==> config.mk <==
export PLATFORM = sky130hd
export DESIGN_NAME = u2_ctrl_core
export DESIGN_NICKNAME = d
export VERILOG_FILES = /design/src/common/ctrl_pkg.sv /design/src/common/time_pkg.sv /design/src/boot_reset_seq.sv /design/src/vita/vita_time_counter.sv /design/src/misc_setting_bank.sv /design/src/status_readback.sv /design/src/u2_ctrl_core.sv
export VERILOG_INCLUDE_DIRS = /design/src /design/src/common
export SDC_FILE = /design/constraint.sdc
export NUM_CORES = 1
export LEC_CHECK = 0
export ABC_AREA = 1
export CORE_UTILIZATION = 55
export CTS_CLUSTER_DIAMETER = 150
export CTS_CLUSTER_SIZE = 12
export DETAILED_ROUTE_END_ITERATION = 8
export DONT_BUFFER_PORTS = 1
export PLACE_DENSITY = 0.7
export SYNTH_ARGS = -nofsm -noshare
export SYNTH_HDL_FRONTEND = slang
export SYNTH_SLANG_ARGS = --single-unit
==> constraint.sdc <==
create_clock -name dsp_clk -period 2 [get_ports dsp_clk]
set_clock_uncertainty 0.15 [all_clocks]
set_input_delay 0.2 -clock dsp_clk [delete_from_list [all_inputs] [get_ports dsp_clk]]
set_output_delay 0.2 -clock dsp_clk [all_outputs]
set_load 0.05 [all_outputs]
==> src/common/u2_settings.svh <==
// Settings bus register map, reset values, compatibility number and time base
`ifndef U2_SETTINGS_SVH
`define U2_SETTINGS_SVH

////////////////////////////////////////
// Miscellaneous register block
////////////////////////////////////////
`define SR_MISC           0

`define SR_CLK_OFS        0   // Clock gen control
`define SR_SER_OFS        1   // SERDES control
`define SR_ADC_OFS        2   // ADC enables
`define SR_LED_OFS        3   // Software LED values
`define SR_PHY_OFS        4   // PHY reset, active high in the register
`define SR_BLDR_OFS       5   // Bootloader done flag
`define SR_LEDSRC_OFS     6   // LED source select, 1 = hardware

// LED bits 1 to 4 start under hardware control
`define LED_SRC_AT_RESET  8'h1E

////////////////////////////////////////
// VITA time registers
////////////////////////////////////////
`define SR_TIME64         10

`define SR_TIME_SECS_OFS  0   // Pending seconds
`define SR_TIME_TICKS_OFS 1   // Ticks, loads the full time

`define TICKS_PER_SEC     104000000

// Bump when the register map changes in a way software can see
`define COMPAT_MAJOR      8
`define COMPAT_MINOR      2

////////////////////////////////////////
// Readback word indices
////////////////////////////////////////
`define RB_TIME_SECS      10
`define RB_TIME_TICKS     11
`define RB_COMPAT         12
`define RB_FLAGS          13
`define RB_PPS_SECS       14
`define RB_PPS_TICKS      15

`endif

==> src/common/ctrl_pkg.sv <==
// Settings bus, board control line, readback and boot sequencer types
package ctrl_pkg;

   typedef logic [7:0]  set_addr_t;
   typedef logic [31:0] set_data_t;

   // One settings write per cycle with stb high
   typedef struct packed {
      logic      stb;
      set_addr_t addr;
      set_data_t data;
   } set_bus_t;

   typedef logic [7:0] ctrl_byte_t;

   // Everything the setting bank drives onto the board
   typedef struct packed {
      logic       clock_ready;
      logic [1:0] clk_en;
      logic [1:0] clk_sel;
      logic       ser_enable;
      logic       ser_prbsen;
      logic       ser_loopen;
      logic       ser_rx_en;
      logic       adc_oe_a;
      logic       adc_on_a;
      logic       adc_oe_b;
      logic       adc_on_b;
   } board_ctrl_t;

   typedef enum logic {
      BLDR_WAIT,  // Bootloader running from boot RAM
      BLDR_DONE   // Main image released, stays here until power-on reset
   } boot_state_e;

   typedef logic [15:0] wb_addr_t;   // CPU byte address
   typedef logic [31:0] rb_word_t;
   typedef logic [3:0]  rb_index_t;

endpackage

==> src/common/time_pkg.sv <==
// VITA time types, seconds and ticks
package time_pkg;

   typedef logic [31:0] secs_t;
   typedef logic [31:0] ticks_t;   // Counts dsp_clk cycles within one second

   // Seconds in the upper word, as read back by software
   typedef struct packed {
      secs_t  secs;
      ticks_t ticks;
   } vita_time_t;

endpackage

==> src/boot_reset_seq.sv <==
// Bootloader reset FSM, core reset generation and boot RAM window swap
module boot_reset_seq (
   input  logic               dsp_clk,
   input  logic               por_rst,
   input  logic               bldr_done_i,
   input  ctrl_pkg::wb_addr_t cpu_adr_i,
   output logic               core_rst_o,
   output ctrl_pkg::wb_addr_t mem_adr_o
);
   import ctrl_pkg::*;

   boot_state_e state_q;
   logic        rel_pulse_q;   // Extra reset once the boot code is finished

   ////////////////////////////////////////
   // Boot state machine
   ////////////////////////////////////////
   always_ff @(posedge dsp_clk) begin
      if (por_rst) begin
         state_q     <= BLDR_WAIT;
         rel_pulse_q <= 1'b0;
      end else begin
         rel_pulse_q <= 1'b0;
         case (state_q)
            BLDR_WAIT: begin
               if (bldr_done_i) begin   // Flag written by the bootloader
                  state_q     <= BLDR_DONE;
                  rel_pulse_q <= 1'b1;
               end
            end
            BLDR_DONE: begin
               state_q <= BLDR_DONE;   // No way back short of power-on reset
            end
            default: begin
               state_q <= BLDR_WAIT;
            end
         endcase
      end
   end

   // Power-on reset passes straight through, pulse adds one cycle
   assign core_rst_o = por_rst | rel_pulse_q;

   ////////////////////////////////////////
   // Address window swap
   ////////////////////////////////////////
   // Boot RAM sits at the top 16K, main RAM at the bottom 16K
   always_comb begin
      mem_adr_o = cpu_adr_i;
      if ((state_q == BLDR_WAIT) && (cpu_adr_i[15] == cpu_adr_i[14])) begin
         mem_adr_o = cpu_adr_i ^ 16'hC000;
      end
   end

endmodule

==> src/vita/vita_time_counter.sv <==
// VITA 64-bit time counter with settings load, second rollover and PPS capture
`include "u2_settings.svh"

module vita_time_counter (
   input  logic                 dsp_clk,
   input  logic                 core_rst_i,
   input  ctrl_pkg::set_bus_t   set_bus_i,
   input  logic                 pps_i,
   output time_pkg::vita_time_t vita_time_o,
   output time_pkg::vita_time_t pps_time_o,
   output logic                 pps_int_o
);
   import ctrl_pkg::*;
   import time_pkg::*;

   localparam set_addr_t ADDR_SECS  = set_addr_t'(`SR_TIME64 + `SR_TIME_SECS_OFS);
   localparam set_addr_t ADDR_TICKS = set_addr_t'(`SR_TIME64 + `SR_TIME_TICKS_OFS);
   localparam ticks_t    TICK_LAST  = ticks_t'(`TICKS_PER_SEC - 1);

   secs_t      secs_pend_q;   // Held until the ticks write
   vita_time_t time_q;
   vita_time_t pps_time_q;
   logic       pps_q;
   logic       pps_int_q;
   logic       load_secs;
   logic       load_time;
   logic       pps_rise;

   assign load_secs = set_bus_i.stb && (set_bus_i.addr == ADDR_SECS);
   assign load_time = set_bus_i.stb && (set_bus_i.addr == ADDR_TICKS);

   ////////////////////////////////////////
   // Time load and free-running count
   ////////////////////////////////////////
   always_ff @(posedge dsp_clk) begin
      if (core_rst_i) begin
         secs_pend_q <= '0;
      end else if (load_secs) begin
         secs_pend_q <= set_bus_i.data;
      end
   end

   always_ff @(posedge dsp_clk) begin
      if (core_rst_i) begin
         time_q <= '0;
      end else if (load_time) begin
         time_q.secs  <= secs_pend_q;
         time_q.ticks <= set_bus_i.data;   // Ticks write commits both halves
      end else if (time_q.ticks == TICK_LAST) begin
         time_q.ticks <= '0;
         time_q.secs  <= time_q.secs + secs_t'(1);
      end else begin
         time_q.ticks <= time_q.ticks + ticks_t'(1);
      end
   end

   ////////////////////////////////////////
   // PPS edge and capture
   ////////////////////////////////////////
   assign pps_rise = pps_i & ~pps_q;

   always_ff @(posedge dsp_clk) begin
      if (core_rst_i) begin
         pps_q      <= 1'b0;
         pps_int_q  <= 1'b0;
         pps_time_q <= '0;
      end else begin
         pps_q     <= pps_i;
         pps_int_q <= pps_rise;   // Single cycle per rising edge
         if (pps_rise) begin
            pps_time_q <= time_q;
         end
      end
   end

   assign vita_time_o = time_q;
   assign pps_time_o  = pps_time_q;
   assign pps_int_o   = pps_int_q;

endmodule

==> src/misc_setting_bank.sv <==
// Miscellaneous setting registers, board control lines, PHY reset and LED source mux
`include "u2_settings.svh"

module misc_setting_bank (
   input  logic                  dsp_clk,
   input  logic                  core_rst_i,
   input  ctrl_pkg::set_bus_t    set_bus_i,
   input  logic                  run_rx_i,
   input  logic                  run_tx_i,
   input  logic                  clk_status_i,
   input  logic                  serdes_link_up_i,
   output ctrl_pkg::board_ctrl_t board_ctrl_o,
   output logic                  phy_resetn_o,
   output logic                  bldr_done_o,
   output ctrl_pkg::ctrl_byte_t  leds_o
);
   import ctrl_pkg::*;

   localparam set_addr_t ADDR_CLK    = set_addr_t'(`SR_MISC + `SR_CLK_OFS);
   localparam set_addr_t ADDR_SER    = set_addr_t'(`SR_MISC + `SR_SER_OFS);
   localparam set_addr_t ADDR_ADC    = set_addr_t'(`SR_MISC + `SR_ADC_OFS);
   localparam set_addr_t ADDR_LED    = set_addr_t'(`SR_MISC + `SR_LED_OFS);
   localparam set_addr_t ADDR_PHY    = set_addr_t'(`SR_MISC + `SR_PHY_OFS);
   localparam set_addr_t ADDR_BLDR   = set_addr_t'(`SR_MISC + `SR_BLDR_OFS);
   localparam set_addr_t ADDR_LEDSRC = set_addr_t'(`SR_MISC + `SR_LEDSRC_OFS);

   board_ctrl_t board_ctrl_q;
   logic        phy_rst_q;     // High holds the PHY in reset
   logic        bldr_done_q;
   ctrl_byte_t  led_sw_q;
   ctrl_byte_t  led_src_q;
   ctrl_byte_t  led_hw;
   ctrl_byte_t  leds_q;

   ////////////////////////////////////////
   // Register decode
   ////////////////////////////////////////
   always_ff @(posedge dsp_clk) begin
      if (core_rst_i) begin
         board_ctrl_q <= '0;
         phy_rst_q    <= 1'b0;
         bldr_done_q  <= 1'b0;
         led_sw_q     <= '0;
         led_src_q    <= `LED_SRC_AT_RESET;
      end else if (set_bus_i.stb) begin
         case (set_bus_i.addr)
            ADDR_CLK: begin
               {board_ctrl_q.clock_ready, board_ctrl_q.clk_en,
                board_ctrl_q.clk_sel} <= set_bus_i.data[4:0];
            end
            ADDR_SER: begin
               {board_ctrl_q.ser_enable, board_ctrl_q.ser_prbsen,
                board_ctrl_q.ser_loopen, board_ctrl_q.ser_rx_en} <= set_bus_i.data[3:0];
            end
            ADDR_ADC: begin
               {board_ctrl_q.adc_oe_a, board_ctrl_q.adc_on_a,
                board_ctrl_q.adc_oe_b, board_ctrl_q.adc_on_b} <= set_bus_i.data[3:0];
            end
            ADDR_LED:    led_sw_q    <= set_bus_i.data[7:0];
            ADDR_PHY:    phy_rst_q   <= set_bus_i.data[0];
            ADDR_BLDR:   bldr_done_q <= set_bus_i.data[0];
            ADDR_LEDSRC: led_src_q   <= set_bus_i.data[7:0];
            default: begin
               // Address belongs to another block
            end
         endcase
      end
   end

   assign board_ctrl_o = board_ctrl_q;
   assign phy_resetn_o = ~phy_rst_q;
   assign bldr_done_o  = bldr_done_q;

   ////////////////////////////////////////
   // LED source mux
   ////////////////////////////////////////
   assign led_hw = {3'b000, run_tx_i, run_rx_i, clk_status_i, serdes_link_up_i, 1'b0};

   // Source bit set picks the hardware bit
   always_ff @(posedge dsp_clk) begin
      if (core_rst_i) begin
         leds_q <= '0;
      end else begin
         leds_q <= (led_src_q & led_hw) | (~led_src_q & led_sw_q);
      end
   end

   assign leds_o = leds_q;

endmodule

==> src/status_readback.sv <==
// Registered sixteen-word status readback mux with compatibility and flag words
`include "u2_settings.svh"

module status_readback (
   input  logic                 dsp_clk,
   input  logic                 core_rst_i,
   input  ctrl_pkg::rb_index_t  rb_index_i,
   input  time_pkg::vita_time_t vita_time_i,
   input  time_pkg::vita_time_t pps_time_i,
   input  logic                 clk_status_i,
   input  logic                 serdes_link_up_i,
   input  logic                 button_i,
   output ctrl_pkg::rb_word_t   rb_data_o
);
   import ctrl_pkg::*;

   rb_word_t compat_word;
   rb_word_t flags_word;
   rb_word_t rb_q;

   assign compat_word = {16'(`COMPAT_MAJOR), 16'(`COMPAT_MINOR)};   // Major high, minor low

   // Bit 13 button, bit 11 clock status, bit 10 SERDES link
   assign flags_word = {18'b0, button_i, 1'b0, clk_status_i, serdes_link_up_i, 10'b0};

   always_ff @(posedge dsp_clk) begin
      if (core_rst_i) begin
         rb_q <= '0;
      end else begin
         case (rb_index_i)
            rb_index_t'(`RB_TIME_SECS):  rb_q <= vita_time_i.secs;
            rb_index_t'(`RB_TIME_TICKS): rb_q <= vita_time_i.ticks;
            rb_index_t'(`RB_COMPAT):     rb_q <= compat_word;
            rb_index_t'(`RB_FLAGS):      rb_q <= flags_word;
            rb_index_t'(`RB_PPS_SECS):   rb_q <= pps_time_i.secs;
            rb_index_t'(`RB_PPS_TICKS):  rb_q <= pps_time_i.ticks;
            default:                     rb_q <= '0;   // Overflow, pool, GPIO words
         endcase
      end
   end

   assign rb_data_o = rb_q;

endmodule

==> src/u2_ctrl_core.sv <==
// Control plane top with boot reset sequencer, setting bank, time counter and readback
module u2_ctrl_core (
   input  logic                  dsp_clk,
   input  logic                  por_rst,
   input  ctrl_pkg::set_bus_t    set_bus_i,
   input  logic                  pps_i,
   input  ctrl_pkg::wb_addr_t    cpu_adr_i,
   input  logic                  run_rx_i,
   input  logic                  run_tx_i,
   input  logic                  clk_status_i,
   input  logic                  serdes_link_up_i,
   input  logic                  button_i,
   input  ctrl_pkg::rb_index_t   rb_index_i,
   output ctrl_pkg::board_ctrl_t board_ctrl_o,
   output logic                  phy_resetn_o,
   output ctrl_pkg::ctrl_byte_t  leds_o,
   output logic                  core_rst_o,
   output ctrl_pkg::wb_addr_t    mem_adr_o,
   output logic                  pps_int_o,
   output ctrl_pkg::rb_word_t    rb_data_o
);
   import time_pkg::*;

   logic       core_rst;    // Power-on reset or boot release pulse
   logic       bldr_done;
   vita_time_t vita_time;
   vita_time_t pps_time;

   ////////////////////////////////////////
   // Reset and boot control
   ////////////////////////////////////////
   boot_reset_seq u_boot_reset_seq (
      .dsp_clk     (dsp_clk),
      .por_rst     (por_rst),
      .bldr_done_i (bldr_done),
      .cpu_adr_i   (cpu_adr_i),
      .core_rst_o  (core_rst),
      .mem_adr_o   (mem_adr_o)
   );

   assign core_rst_o = core_rst;

   misc_setting_bank u_misc_setting_bank (
      .dsp_clk          (dsp_clk),
      .core_rst_i       (core_rst),
      .set_bus_i        (set_bus_i),
      .run_rx_i         (run_rx_i),
      .run_tx_i         (run_tx_i),
      .clk_status_i     (clk_status_i),
      .serdes_link_up_i (serdes_link_up_i),
      .board_ctrl_o     (board_ctrl_o),
      .phy_resetn_o     (phy_resetn_o),
      .bldr_done_o      (bldr_done),
      .leds_o           (leds_o)
   );

   ////////////////////////////////////////
   // Time and status
   ////////////////////////////////////////
   vita_time_counter u_vita_time_counter (
      .dsp_clk     (dsp_clk),
      .core_rst_i  (core_rst),
      .set_bus_i   (set_bus_i),
      .pps_i       (pps_i),
      .vita_time_o (vita_time),
      .pps_time_o  (pps_time),
      .pps_int_o   (pps_int_o)
   );

   status_readback u_status_readback (
      .dsp_clk          (dsp_clk),
      .core_rst_i       (core_rst),
      .rb_index_i       (rb_index_i),
      .vita_time_i      (vita_time),
      .pps_time_i       (pps_time),
      .clk_status_i     (clk_status_i),
      .serdes_link_up_i (serdes_link_up_i),
      .button_i         (button_i),
      .rb_data_o        (rb_data_o)
   );

endmodule

==> reports/summary.txt, run 1 <==
Status = complete, but fails checks
Violated checks = hold timing
Post-Syn Nets = 1708
Register area share after synthesis = 41.3%
Worst path required time = 1650 ps
Core Util, Final = 65.0%
Die area = 21300 um^2
Slowest CP cell = dfxtp_1
Buffers added on ports = 0
Critical Path End Type = output port
CP Max Fanout = 35
Seq cells post-synth = 235
Yosys warns = 0
Power per Cell Area = 706 nW/um^2
Grt met1 use = 50.4%
CTS root buffer = clkbuf_16
Post-route DRC = 0
1st-pass router iterations = 5
Clk_lat worst skew = 540 ps
Int Pwr = 7.02 mW
Leakage = 4.87 nW
Max_cap viols = 0
Slew @ Worst Pin = 528 ps
Count leader, synth = nand2_1
Initial Util = 56.2%
Post-synth EDFFs = 0
WP data arrival = 1590 ps
Critical path type = reg -> out
CTS sink cnt = 235
Share of cells above drive strength 1 = 11.3%
Clock network power share = 41.5%
Final hold vios = 2
Vias in the first global route = 10619
Total wire length = 38100 um
CP Launch Type = register
Cells along the critical path = nor2_4, inv_6, buf_4
Initial antenna violation count = 0
Post-DP HPWL = 27400 um
Share of power burned in registers = 52.5%
GR met2 Demand/Resource = 55.6%
Cells after synthesis = 1637
Die X = 146 um
Nets = 1774
Sw Share = 24.5%
Top cells by instance count after synthesis = 325 x nand2_1, 235 x dfxtp_1, 205 x nor2_1
Routability Congestion = 1.01
Post-synthesis cell area = 11400 um^2
H-tree Lvls = 1
Highest ir drop seen on vdd = 676 uV
Max incr delay on CP = 350 ps
DR vias/cell = 5.82
Post-route ant nets = 0
Gr busiest metal = met2
Setup WS pre-CTS = 84.6 ps
Fraction of registers with async set/reset = 0%
Final Power = 9.30 mW
Combinational share of power = 6.0%
Area leader, netlist = dfxtp_1
Worst-path clk slew = 60 ps
FMAX = 516 MHz
Synth top area cells = dfxtp_1 41%, nand2_1 11%, a21oi_1 7.8%
Area Growth Syn to Fin = 15.6%
CTS tree = yes
WL/cell = 19.3 um
Fin crit share = 96.8%
Fin. max-slew vios = 0
Count of final setup violators = 0
DRT iter0 DRCs = 1060
Core area = 20200 um^2
Global-route usage over all layers = 35.1%
Non-Filler Instances = 1973
Num ports = 141
HP Class = in -> reg
Dpl cells = 1886
Main synth FF type = dfxtp_1
Min setup slack post-route = 63.3 ps
NetSw = 2.27 mW
Top-area cell type share of the netlist area = 41.3%
GR Util met3 = 5.17%
CTS Buf Count = 23
Longest Clk Path Bufs = 3
Grt ovf = 0
Slew headroom = 64.8%
Avg Inst Size Synth = 6.95 um^2
Final worst path period need = 1940 ps
First-pass GRT wire length = 58700 um
Die height = 146 um
Row count = 52
Min Hold Slack = -18.1 ps
Via count = 11489
Diode count = 0
Yosys cell types = 42
Largest net degree at the start of global routing = 121
cells by family after synthesis:
| kind of cell | after synthesis | share of synthesized area [%] |
|---|---|---|
| DFF | 235 | 41.3 |
| buffers and inverters | 234 | 9.28 |
| xor gates and xnor gates | 15 | 1.15 |
| AOI/OAI and AO/OA | 406 | 18.7 |
| adders and majority gates | 2 | 0.220 |
| and+or+nand+nor | 745 | 29.3 |
worst paths after layout:
| kind | end | from | cells after the start | slack [ps] |
|---|---|---|---|---|
| min | u_misc_setting_bank.board_ctrl_o[4]$_SDFFE_PP0P_ | set_bus_i[35] | 4 | -20 |
| max | core_rst_o | u_boot_reset_seq.rel_pulse_q$_SDFF_PP0_ | 3 | 60 |
| min reg2reg | u_misc_setting_bank.leds_o[6]$_SDFF_PP0_ | u_misc_setting_bank.led_src_q[6]$_SDFFE_PP0P_ | 1 | 260 |
| max reg2reg | u_vita_time_counter.vita_time_o[61]$_SDFFE_PP0P_ | u_vita_time_counter.vita_time_o[40]$_SDFFE_PP0P_ | 9 | 70 |
registers in the layout, summed over array words and instances (netlist names), 8 cells and up:
| register | cells |
|---|---|
| u_misc_setting_bank.led_sw_q | 8 |
| u_misc_setting_bank.board_ctrl_o | 13 |
| u_vita_time_counter.secs_pend_q | 32 |
| u_vita_time_counter.vita_time_o | 64 |
| u_misc_setting_bank.leds_o | 8 |
| u_misc_setting_bank.led_src_q | 8 |
| u_status_readback.rb_data_o | 32 |
| u_vita_time_counter.pps_time_o | 64 |
per-stage QoR:
step | cell area, um^2 | setup TNS (ps)
3_5_place_dp | 11900 | 0
3_3_place_gp | 11900 | 0
4_1_cts | 13000 | 0
5_1_grt | 13200 | -8.12
2_1_floorplan | 11400 | 0
6_report | 13200 | 0
critical path, delay by kind of cell (launching register included):
family | cells | cell delay (ps)
buffers and inverters | 2 | 620
DFF | 1 | 350
and+or+nand+nor | 1 | 60
layer usage:
metal	part of all wire (%)	vias up
li1	-	5515
met1	44	5369
met2	45	556
met3	9.8	49
met4	1.3	0
met5	0	-
placed cells by master, fill, tap and decap left out, drive strengths merged:
cell / n
a211oi: 2
a21oi: 190
a31oi: 26
a41oi: 2
and3: 1
buf: 82
clkbuf: 23
clkinv: 3
clkinvlp: 1
dfxtp: 235
dlygate4sd3: 55
ha: 2
inv: 136
nand2: 334
nand3: 146
nand4: 22
nor2: 229
nor3: 9
nor3b: 2
o211ai: 1
o21ai: 181
o22ai: 4
or2: 2
xor2: 15
timing repair:
item                                    4_1_cts  5_1_grt
hold endpoints to repair                    138        6
endpoints found under the setup margin        1       27
setup buffers                                 1        6
hold buffers                                 53        3
resized for setup                             1       12
pin swaps                                     1        3
power by group through the flow:
stage                     clock network [mW]  registers [mW]  logic [mW]
final                                   3.86            4.88       0.557
after global placement                     0            4.98       0.428
after global routing                    4.06            4.89       0.605
after detailed placement                   0            4.98       0.434
after CTS                               3.89            4.88       0.541
after floorplan                            0            4.97       0.391
cell type report:
type | instances | area (um^2)
sequential | 235 | 4710
tap | 270 | 338
clock inverter | 2 | 27.5
fill | 1850 | 7070
multi-input combinational | 1168 | 5680
inverter | 138 | 529
timing repair buffer | 137 | 1300
clock buffer | 23 | 576
No activity file was read; power rests on OpenSTA's default activity.
==> run 2, diff against run 1 <==
--- a/config.mk
+++ b/config.mk
@@ -7,12 +7,11 @@
 export NUM_CORES = 1
 export LEC_CHECK = 0
 export ABC_AREA = 1
-export CORE_UTILIZATION = 55
+export CORE_UTILIZATION = 25
 export CTS_CLUSTER_DIAMETER = 150
 export CTS_CLUSTER_SIZE = 12
 export DETAILED_ROUTE_END_ITERATION = 8
 export DONT_BUFFER_PORTS = 1
-export PLACE_DENSITY = 0.7
 export SYNTH_ARGS = -nofsm -noshare
 export SYNTH_HDL_FRONTEND = slang
 export SYNTH_SLANG_ARGS = --single-unit
==> run 2 against run 1 <==
The run now ends clean. Die area is 120% higher. Critical path type is now reg -> reg. Critical path depth is 9 higher. Worst setup slack better by 28 ps. Critical endpoint is now u_vita_time_counter.vita_time_o[45]$_SDFFE_PP0P_. Final cell count is 17% higher. First-iteration DRC count is 5.3% lower. Largest cell class unchanged. Maximum frequency is 1.5% higher. Combinational power is 7.2% higher. Sequential share of layout area is 1.4 points lower. Utilization is 34 points lower.
==> reports/summary.txt, run 2 (same netlist as run 1, synthesis figures left out) <==
Slew @ Worst Pin = 539 ps
Num ports = 141
Cell Area, Placed = 12300 um^2
Cells along the critical path = nand2_1, nor2_1, buf_4, nand2_1, nor2_1, buf_4, nand2_1, nand2_1, nand2_1, nor2_1, nor2_1, nor2_1
H-tree Lvls = 1
Cell area after layout = 13700 um^2
WL/cell = 18.5 um
CP Max Fanout = 5
Die X = 215 um
Worst path required time = 2340 ps
Status = completed
Global-route usage over all layers = 17.6%
1st-pass router iterations = 6
Setup WS pre-CTS = 56.3 ps
Initial Util = 25.5%
Diode count = 0
Worst-path clk slew = 70 ps
Buffers added on ports = 0
Row count = 77
Met3 wire len = 2540 um
WP data arrival = 2250 ps
Die height = 215 um
Min setup slack post-route = 91.0 ps
Vias in the first global route = 10819
Routed wl met2 = 20000 um
Post-route DRC = 0
Nets = 1782
Max_cap viols = 0
Slew headroom = 64.0%
Area Growth Syn to Fin = 20.3%
Final hold vios = 0
Largest net degree at the start of global routing = 127
Top sig layer = met4
Critical Path End Type = register
WHS Path Cells = 5
RSZ-0062 raised after global routing = yes
Grt ovf = 0
Most frequent cells in the layout = 323 x nand2_1, 232 x dfxtp_1, 198 x nor2_1
Fin crit share = 95.4%
Final worst path period need = 1910 ps
Post-route ant nets = 0
CTS root buffer = clkbuf_16
Routability Congestion = 0.935
Initial antenna violation count = 0
DRT iter0 DRCs = 1004
Met1 WL = 18800 um
Power per Cell Area = 691 nW/um^2
Share of cells above drive strength 1 = 11.9%
Leakage = 4.96 nW
Die area = 46400 um^2
HP Class = in -> reg
Post-DP HPWL = 30400 um
Setup tns final = 0 ps
CTS Buf Count = 23
DR vias/cell = 4.91
Slowest CP cell = dfxtp_1
Highest ir drop seen on vdd = 566 uV
Core area = 44600 um^2
FF-to-FF path depth = 12
Longest Clk Path Bufs = 3
FMAX = 524 MHz
Commonest non-fill, non-tap cell in the layout = nand2_1
Clk_lat worst skew = 560 ps
Critical path type = reg -> reg
CTS sink cnt = 235
CP Launch Type = register
Fin. max-slew vios = 0
Max incr delay on CP = 440 ps
Total wire length = 42600 um
CTS tree = yes
Via count = 11309
Count of final setup violators = 0
First-pass GRT wire length = 64100 um
run 2: area by class of cell:
| cell class | instances | area, um^2 |
|---|---|---|
| clock buffers | 23 | 576 |
| clock inverters | 2 | 27.5 |
| fillers | 4780 | 30900 |
| inverters | 138 | 534 |
| multi-input cells | 1168 | 5700 |
| flip-flops and latches | 235 | 4710 |
| well taps | 592 | 741 |
| repair buffers | 143 | 1390 |
| repair inverters | 2 | 17.5 |
run 2: power breakdown:
group          total, mW  internal, mW  leakage [nW]  switching [mW]
registers           4.88          4.78          1.91          0.0994
clock network       3.98          2.05         0.293            1.93
logic              0.597         0.202          2.76           0.395
run 2: final timing paths:
path                                                                  startpoint                                               end  slack, ps
worst max-delay path            u_vita_time_counter.vita_time_o[43]$_SDFFE_PP0P_  u_vita_time_counter.vita_time_o[45]$_SDFFE_PP0P_         90
worst min-delay path                                               set_bus_i[40]  u_vita_time_counter.vita_time_o[51]$_SDFFE_PP0P_         10
worst max register to register  u_vita_time_counter.vita_time_o[43]$_SDFFE_PP0P_  u_vita_time_counter.vita_time_o[45]$_SDFFE_PP0P_         90
worst min register to register     u_misc_setting_bank.led_src_q[6]$_SDFFE_PP0P_          u_misc_setting_bank.leds_o[6]$_SDFF_PP0_        260
run 2: per-layer routing:
layer  vias to the layer above  global-route usage (%)
met5                         -                       0
met2                       381                    29.3
li1                       5533                       -
met4                         0                    5.01
met3                        62                    2.86
met1                      5333                    23.4
run 2: worst max-delay path, delay by kind of cell, from the launching register on:
kind	cells	cell delay, ps
AND/OR/NAND/NOR	10	920
flip-flops	1	440
buffers and inverters	2	330
run 2: repair_timing:
action	4_1_cts	5_1_grt
hold buffers	61	0
cloned	0	3
hold endpoints to repair	175	0
gates resized for setup	2	26
buffers inserted	0	4
setup endpoints to repair	1	54
pin swaps	0	3
run 2: stage by stage:
| stage | total power, mW | hold WS (ps) | util (%) | instances |
|---|---|---|---|---|
| global route | 9.77 | 36.9 | 30.7 | 2303 |
| detailed placement | 5.43 | 127 | 27.6 | 2210 |
| global placement | 5.42 | 125 | 27.6 | 2210 |
| finish | 9.46 | 12.1 | 30.7 | 2303 |
| CTS | 9.52 | 5.37 | 30.4 | 2296 |
| floorplan | 5.36 | 122 | - | 1637 |
==> run 3, diff against run 2 <==
--- a/config.mk
+++ b/config.mk
@@ -7,11 +7,14 @@
 export NUM_CORES = 1
 export LEC_CHECK = 0
 export ABC_AREA = 1
+export CELL_PAD_IN_SITES_DETAIL_PLACEMENT = 0
+export CELL_PAD_IN_SITES_GLOBAL_PLACEMENT = 1
 export CORE_UTILIZATION = 25
 export CTS_CLUSTER_DIAMETER = 150
 export CTS_CLUSTER_SIZE = 12
 export DETAILED_ROUTE_END_ITERATION = 8
 export DONT_BUFFER_PORTS = 1
+export PLACE_DENSITY_LB_ADDON = 0.1
 export SYNTH_ARGS = -nofsm -noshare
 export SYNTH_HDL_FRONTEND = slang
 export SYNTH_SLANG_ARGS = --single-unit
==> run 3 against run 2 <==
Sequential power is essentially flat. First-iteration DRC count shrank 30%. Sequential cell count is the same. Worst setup slack is essentially flat. Register-to-register slack is essentially flat. Worst hold slack gained 22 ps. Routed wire length grew 6.6%. Clock power grew 1%. Critical path type unchanged.
==> reports/summary.txt, run 3 (same netlist as run 1, synthesis figures left out) <==
R2R setup slack = 90 ps
Worst-path clk slew = 70 ps
Row count = 77
FF+latch area = 4710 um^2
Area Growth Syn to Fin = 22.2%
Min setup slack post-route = 91.1 ps
CTS Buf Count = 23
Post-route ant nets = 0
Status = completed
Num ports = 141
Sw Share = 25.9%
Longest Clk Path Bufs = 3
Critical Path End Type = register
Cells along the critical path = inv_1, nand2_1, nor2_1, nand2_1, nor2_2, nand2_4, buf_12, nand3_1, nand2_1, inv_1, a21oi_2
Initial antenna violation count = 0
Die X = 215 um
NetSw = 2.46 mW
WP data arrival = 2170 ps
CTS tree = yes
Nets = 1811
Post-route DRC = 0
Total wire length = 45400 um
DRT iter0 DRCs = 702
Share of cells above drive strength 1 = 13.9%
CP Launch Point = u_vita_time_counter.vita_time_o[28]$_SDFF_PP0_
Via count = 11044
Fill count = 4884
CP Max Fanout = 6
CTS sink cnt = 235
Most frequent cells in the layout = 325 x nand2_1, 230 x dfxtp_1, 195 x nor2_1
Reg-to-Reg Start = u_vita_time_counter.vita_time_o[28]$_SDFF_PP0_
Fin. max-slew vios = 0
Clk_lat worst skew = 570 ps
Clock network power share = 42.4%
Post-DP HPWL = 33900 um
FF-to-FF path depth = 11
Fin crit share = 95.4%
Core area = 44600 um^2
Highest ir drop seen on vdd = 449 uV
Die area = 46400 um^2
Largest net degree at the start of global routing = 81
Slew headroom = 64.1%
Int Pwr = 7.05 mW
Setup WS pre-CTS = 52.1 ps
HP Class = in -> reg
Slew @ Worst Pin = 538 ps
Grt ovf = 0
FMAX = 524 MHz
Vias in the first global route = 10900
Max incr delay on CP = 360 ps
Final Power = 9.51 mW
Buffers added on ports = 0
Diode count = 0
Initial Util = 25.5%
Share of power burned in registers = 51.3%
Die height = 215 um
FF-to-FF End = u_vita_time_counter.vita_time_o[62]$_SDFFE_PP0P_
Worst setup path endpoint = u_vita_time_counter.vita_time_o[62]$_SDFFE_PP0P_
Power per Cell Area = 684 nW/um^2
Commonest non-fill, non-tap cell in the layout = nand2_1
Routability Congestion = 0.884
Leakage = 5.08 nW
Final hold vios = 0
Area of the multi-input gates = 5720 um^2
Most Frequent Cell on Critical Path = nand2_1
CP Launch Type = register
Max_cap viols = 0
Combinational share of power = 6.3%
1st-pass router iterations = 5
CTS root buffer = clkbuf_16
First-pass GRT wire length = 69200 um
Global-route usage over all layers = 19.4%
WL/cell = 19.5 um
Final worst path period need = 1910 ps
Critical path type = reg -> reg
Worst path required time = 2260 ps
RSZ-0062 raised after global routing = yes
Count of final setup violators = 0
H-tree Lvls = 1
Slowest CP cell = dfxtp_1
DR vias/cell = 4.74
run 3: cell types whose count changed in the layout (fill, tap and decap cells not counted), sizes merged:
cell	delta
buf	+36
nand2	+1
clkinv	-2
clkbuf	-1
dlygate4sd3	-4
dlymetal6s4s	-1
run 3: power by group through the flow:
stage / Sequential [mW] / Combinational [mW] / Clock (mW)
global route: 4.89 / 0.667 / 4.34
CTS: 4.88 / 0.607 / 4.20
detailed placement: 4.98 / 0.486 / 0
floorplan: 4.97 / 0.391 / 0
global placement: 4.98 / 0.485 / 0
finish: 4.88 / 0.600 / 4.03
run 3: how the worst min path moves through the flow:
stage	startpoint	end	slack, ps	depth (start not counted)
finish	rb_index_i[1]	u_status_readback.rb_data_o[1]$_SDFF_PP0_	30	4
global route	rb_index_i[3]	u_status_readback.rb_data_o[1]$_SDFF_PP0_	70	5
CTS	rb_index_i[1]	u_status_readback.rb_data_o[19]$_SDFF_PP0_	10	6
detailed placement	por_rst	u_boot_reset_seq.state_q$_SDFF_PP0_	130	1
global placement	por_rst	u_boot_reset_seq.state_q$_SDFF_PP0_	120	1
floorplan	por_rst	u_boot_reset_seq.state_q$_SDFF_PP0_	120	1
run 3: repair_timing:
item / in CTS / in global routing
hold buffers: 57 / 0
endpoints found under the hold margin: 188 / 0
resized for setup: 0 / 27
endpoints found under the setup margin: 0 / 45
buffers inserted: 0 / 7
run 3: cell type report:
class / count / area share [%]
Timing Repair Buffer: 173 / 11.5
Inverter: 138 / 3.78
Sequential cell: 235 / 33.9
Tap cell: 592 / 5.33
Multi-Input combinational cell: 1169 / 41.2
Clock inverter: 2 / 0.198
Clock buffer: 23 / 4.14
run 3: through the flow:
step	TNS [ps]	area (um^2)	utilization, %	instances	hold slack (ps)
2_1_floorplan	0	11400	-	1637	122
3_3_place_gp	0	12600	28.2	2243	124
3_5_place_dp	0	12600	28.2	2243	126
4_1_cts	0	13800	30.9	2325	9.79
5_1_grt	-29.4	13900	31.2	2332	71.3
6_report	0	13900	31.2	2332	33.8
run 3: per-layer routing:
layer  track usage (%)  share of wire, %
met5                 0                 0
met4              3.85               1.9
met3              2.49               3.7
met2              34.5                50
met1              25.1                45
run 3: worst max-delay path, delay by kind of cell, from the launching register on:
kind | cells | cell delay [ps]
compound gates | 1 | 40
buf+inv | 3 | 360
flops | 1 | 360
simple gates | 7 | 850
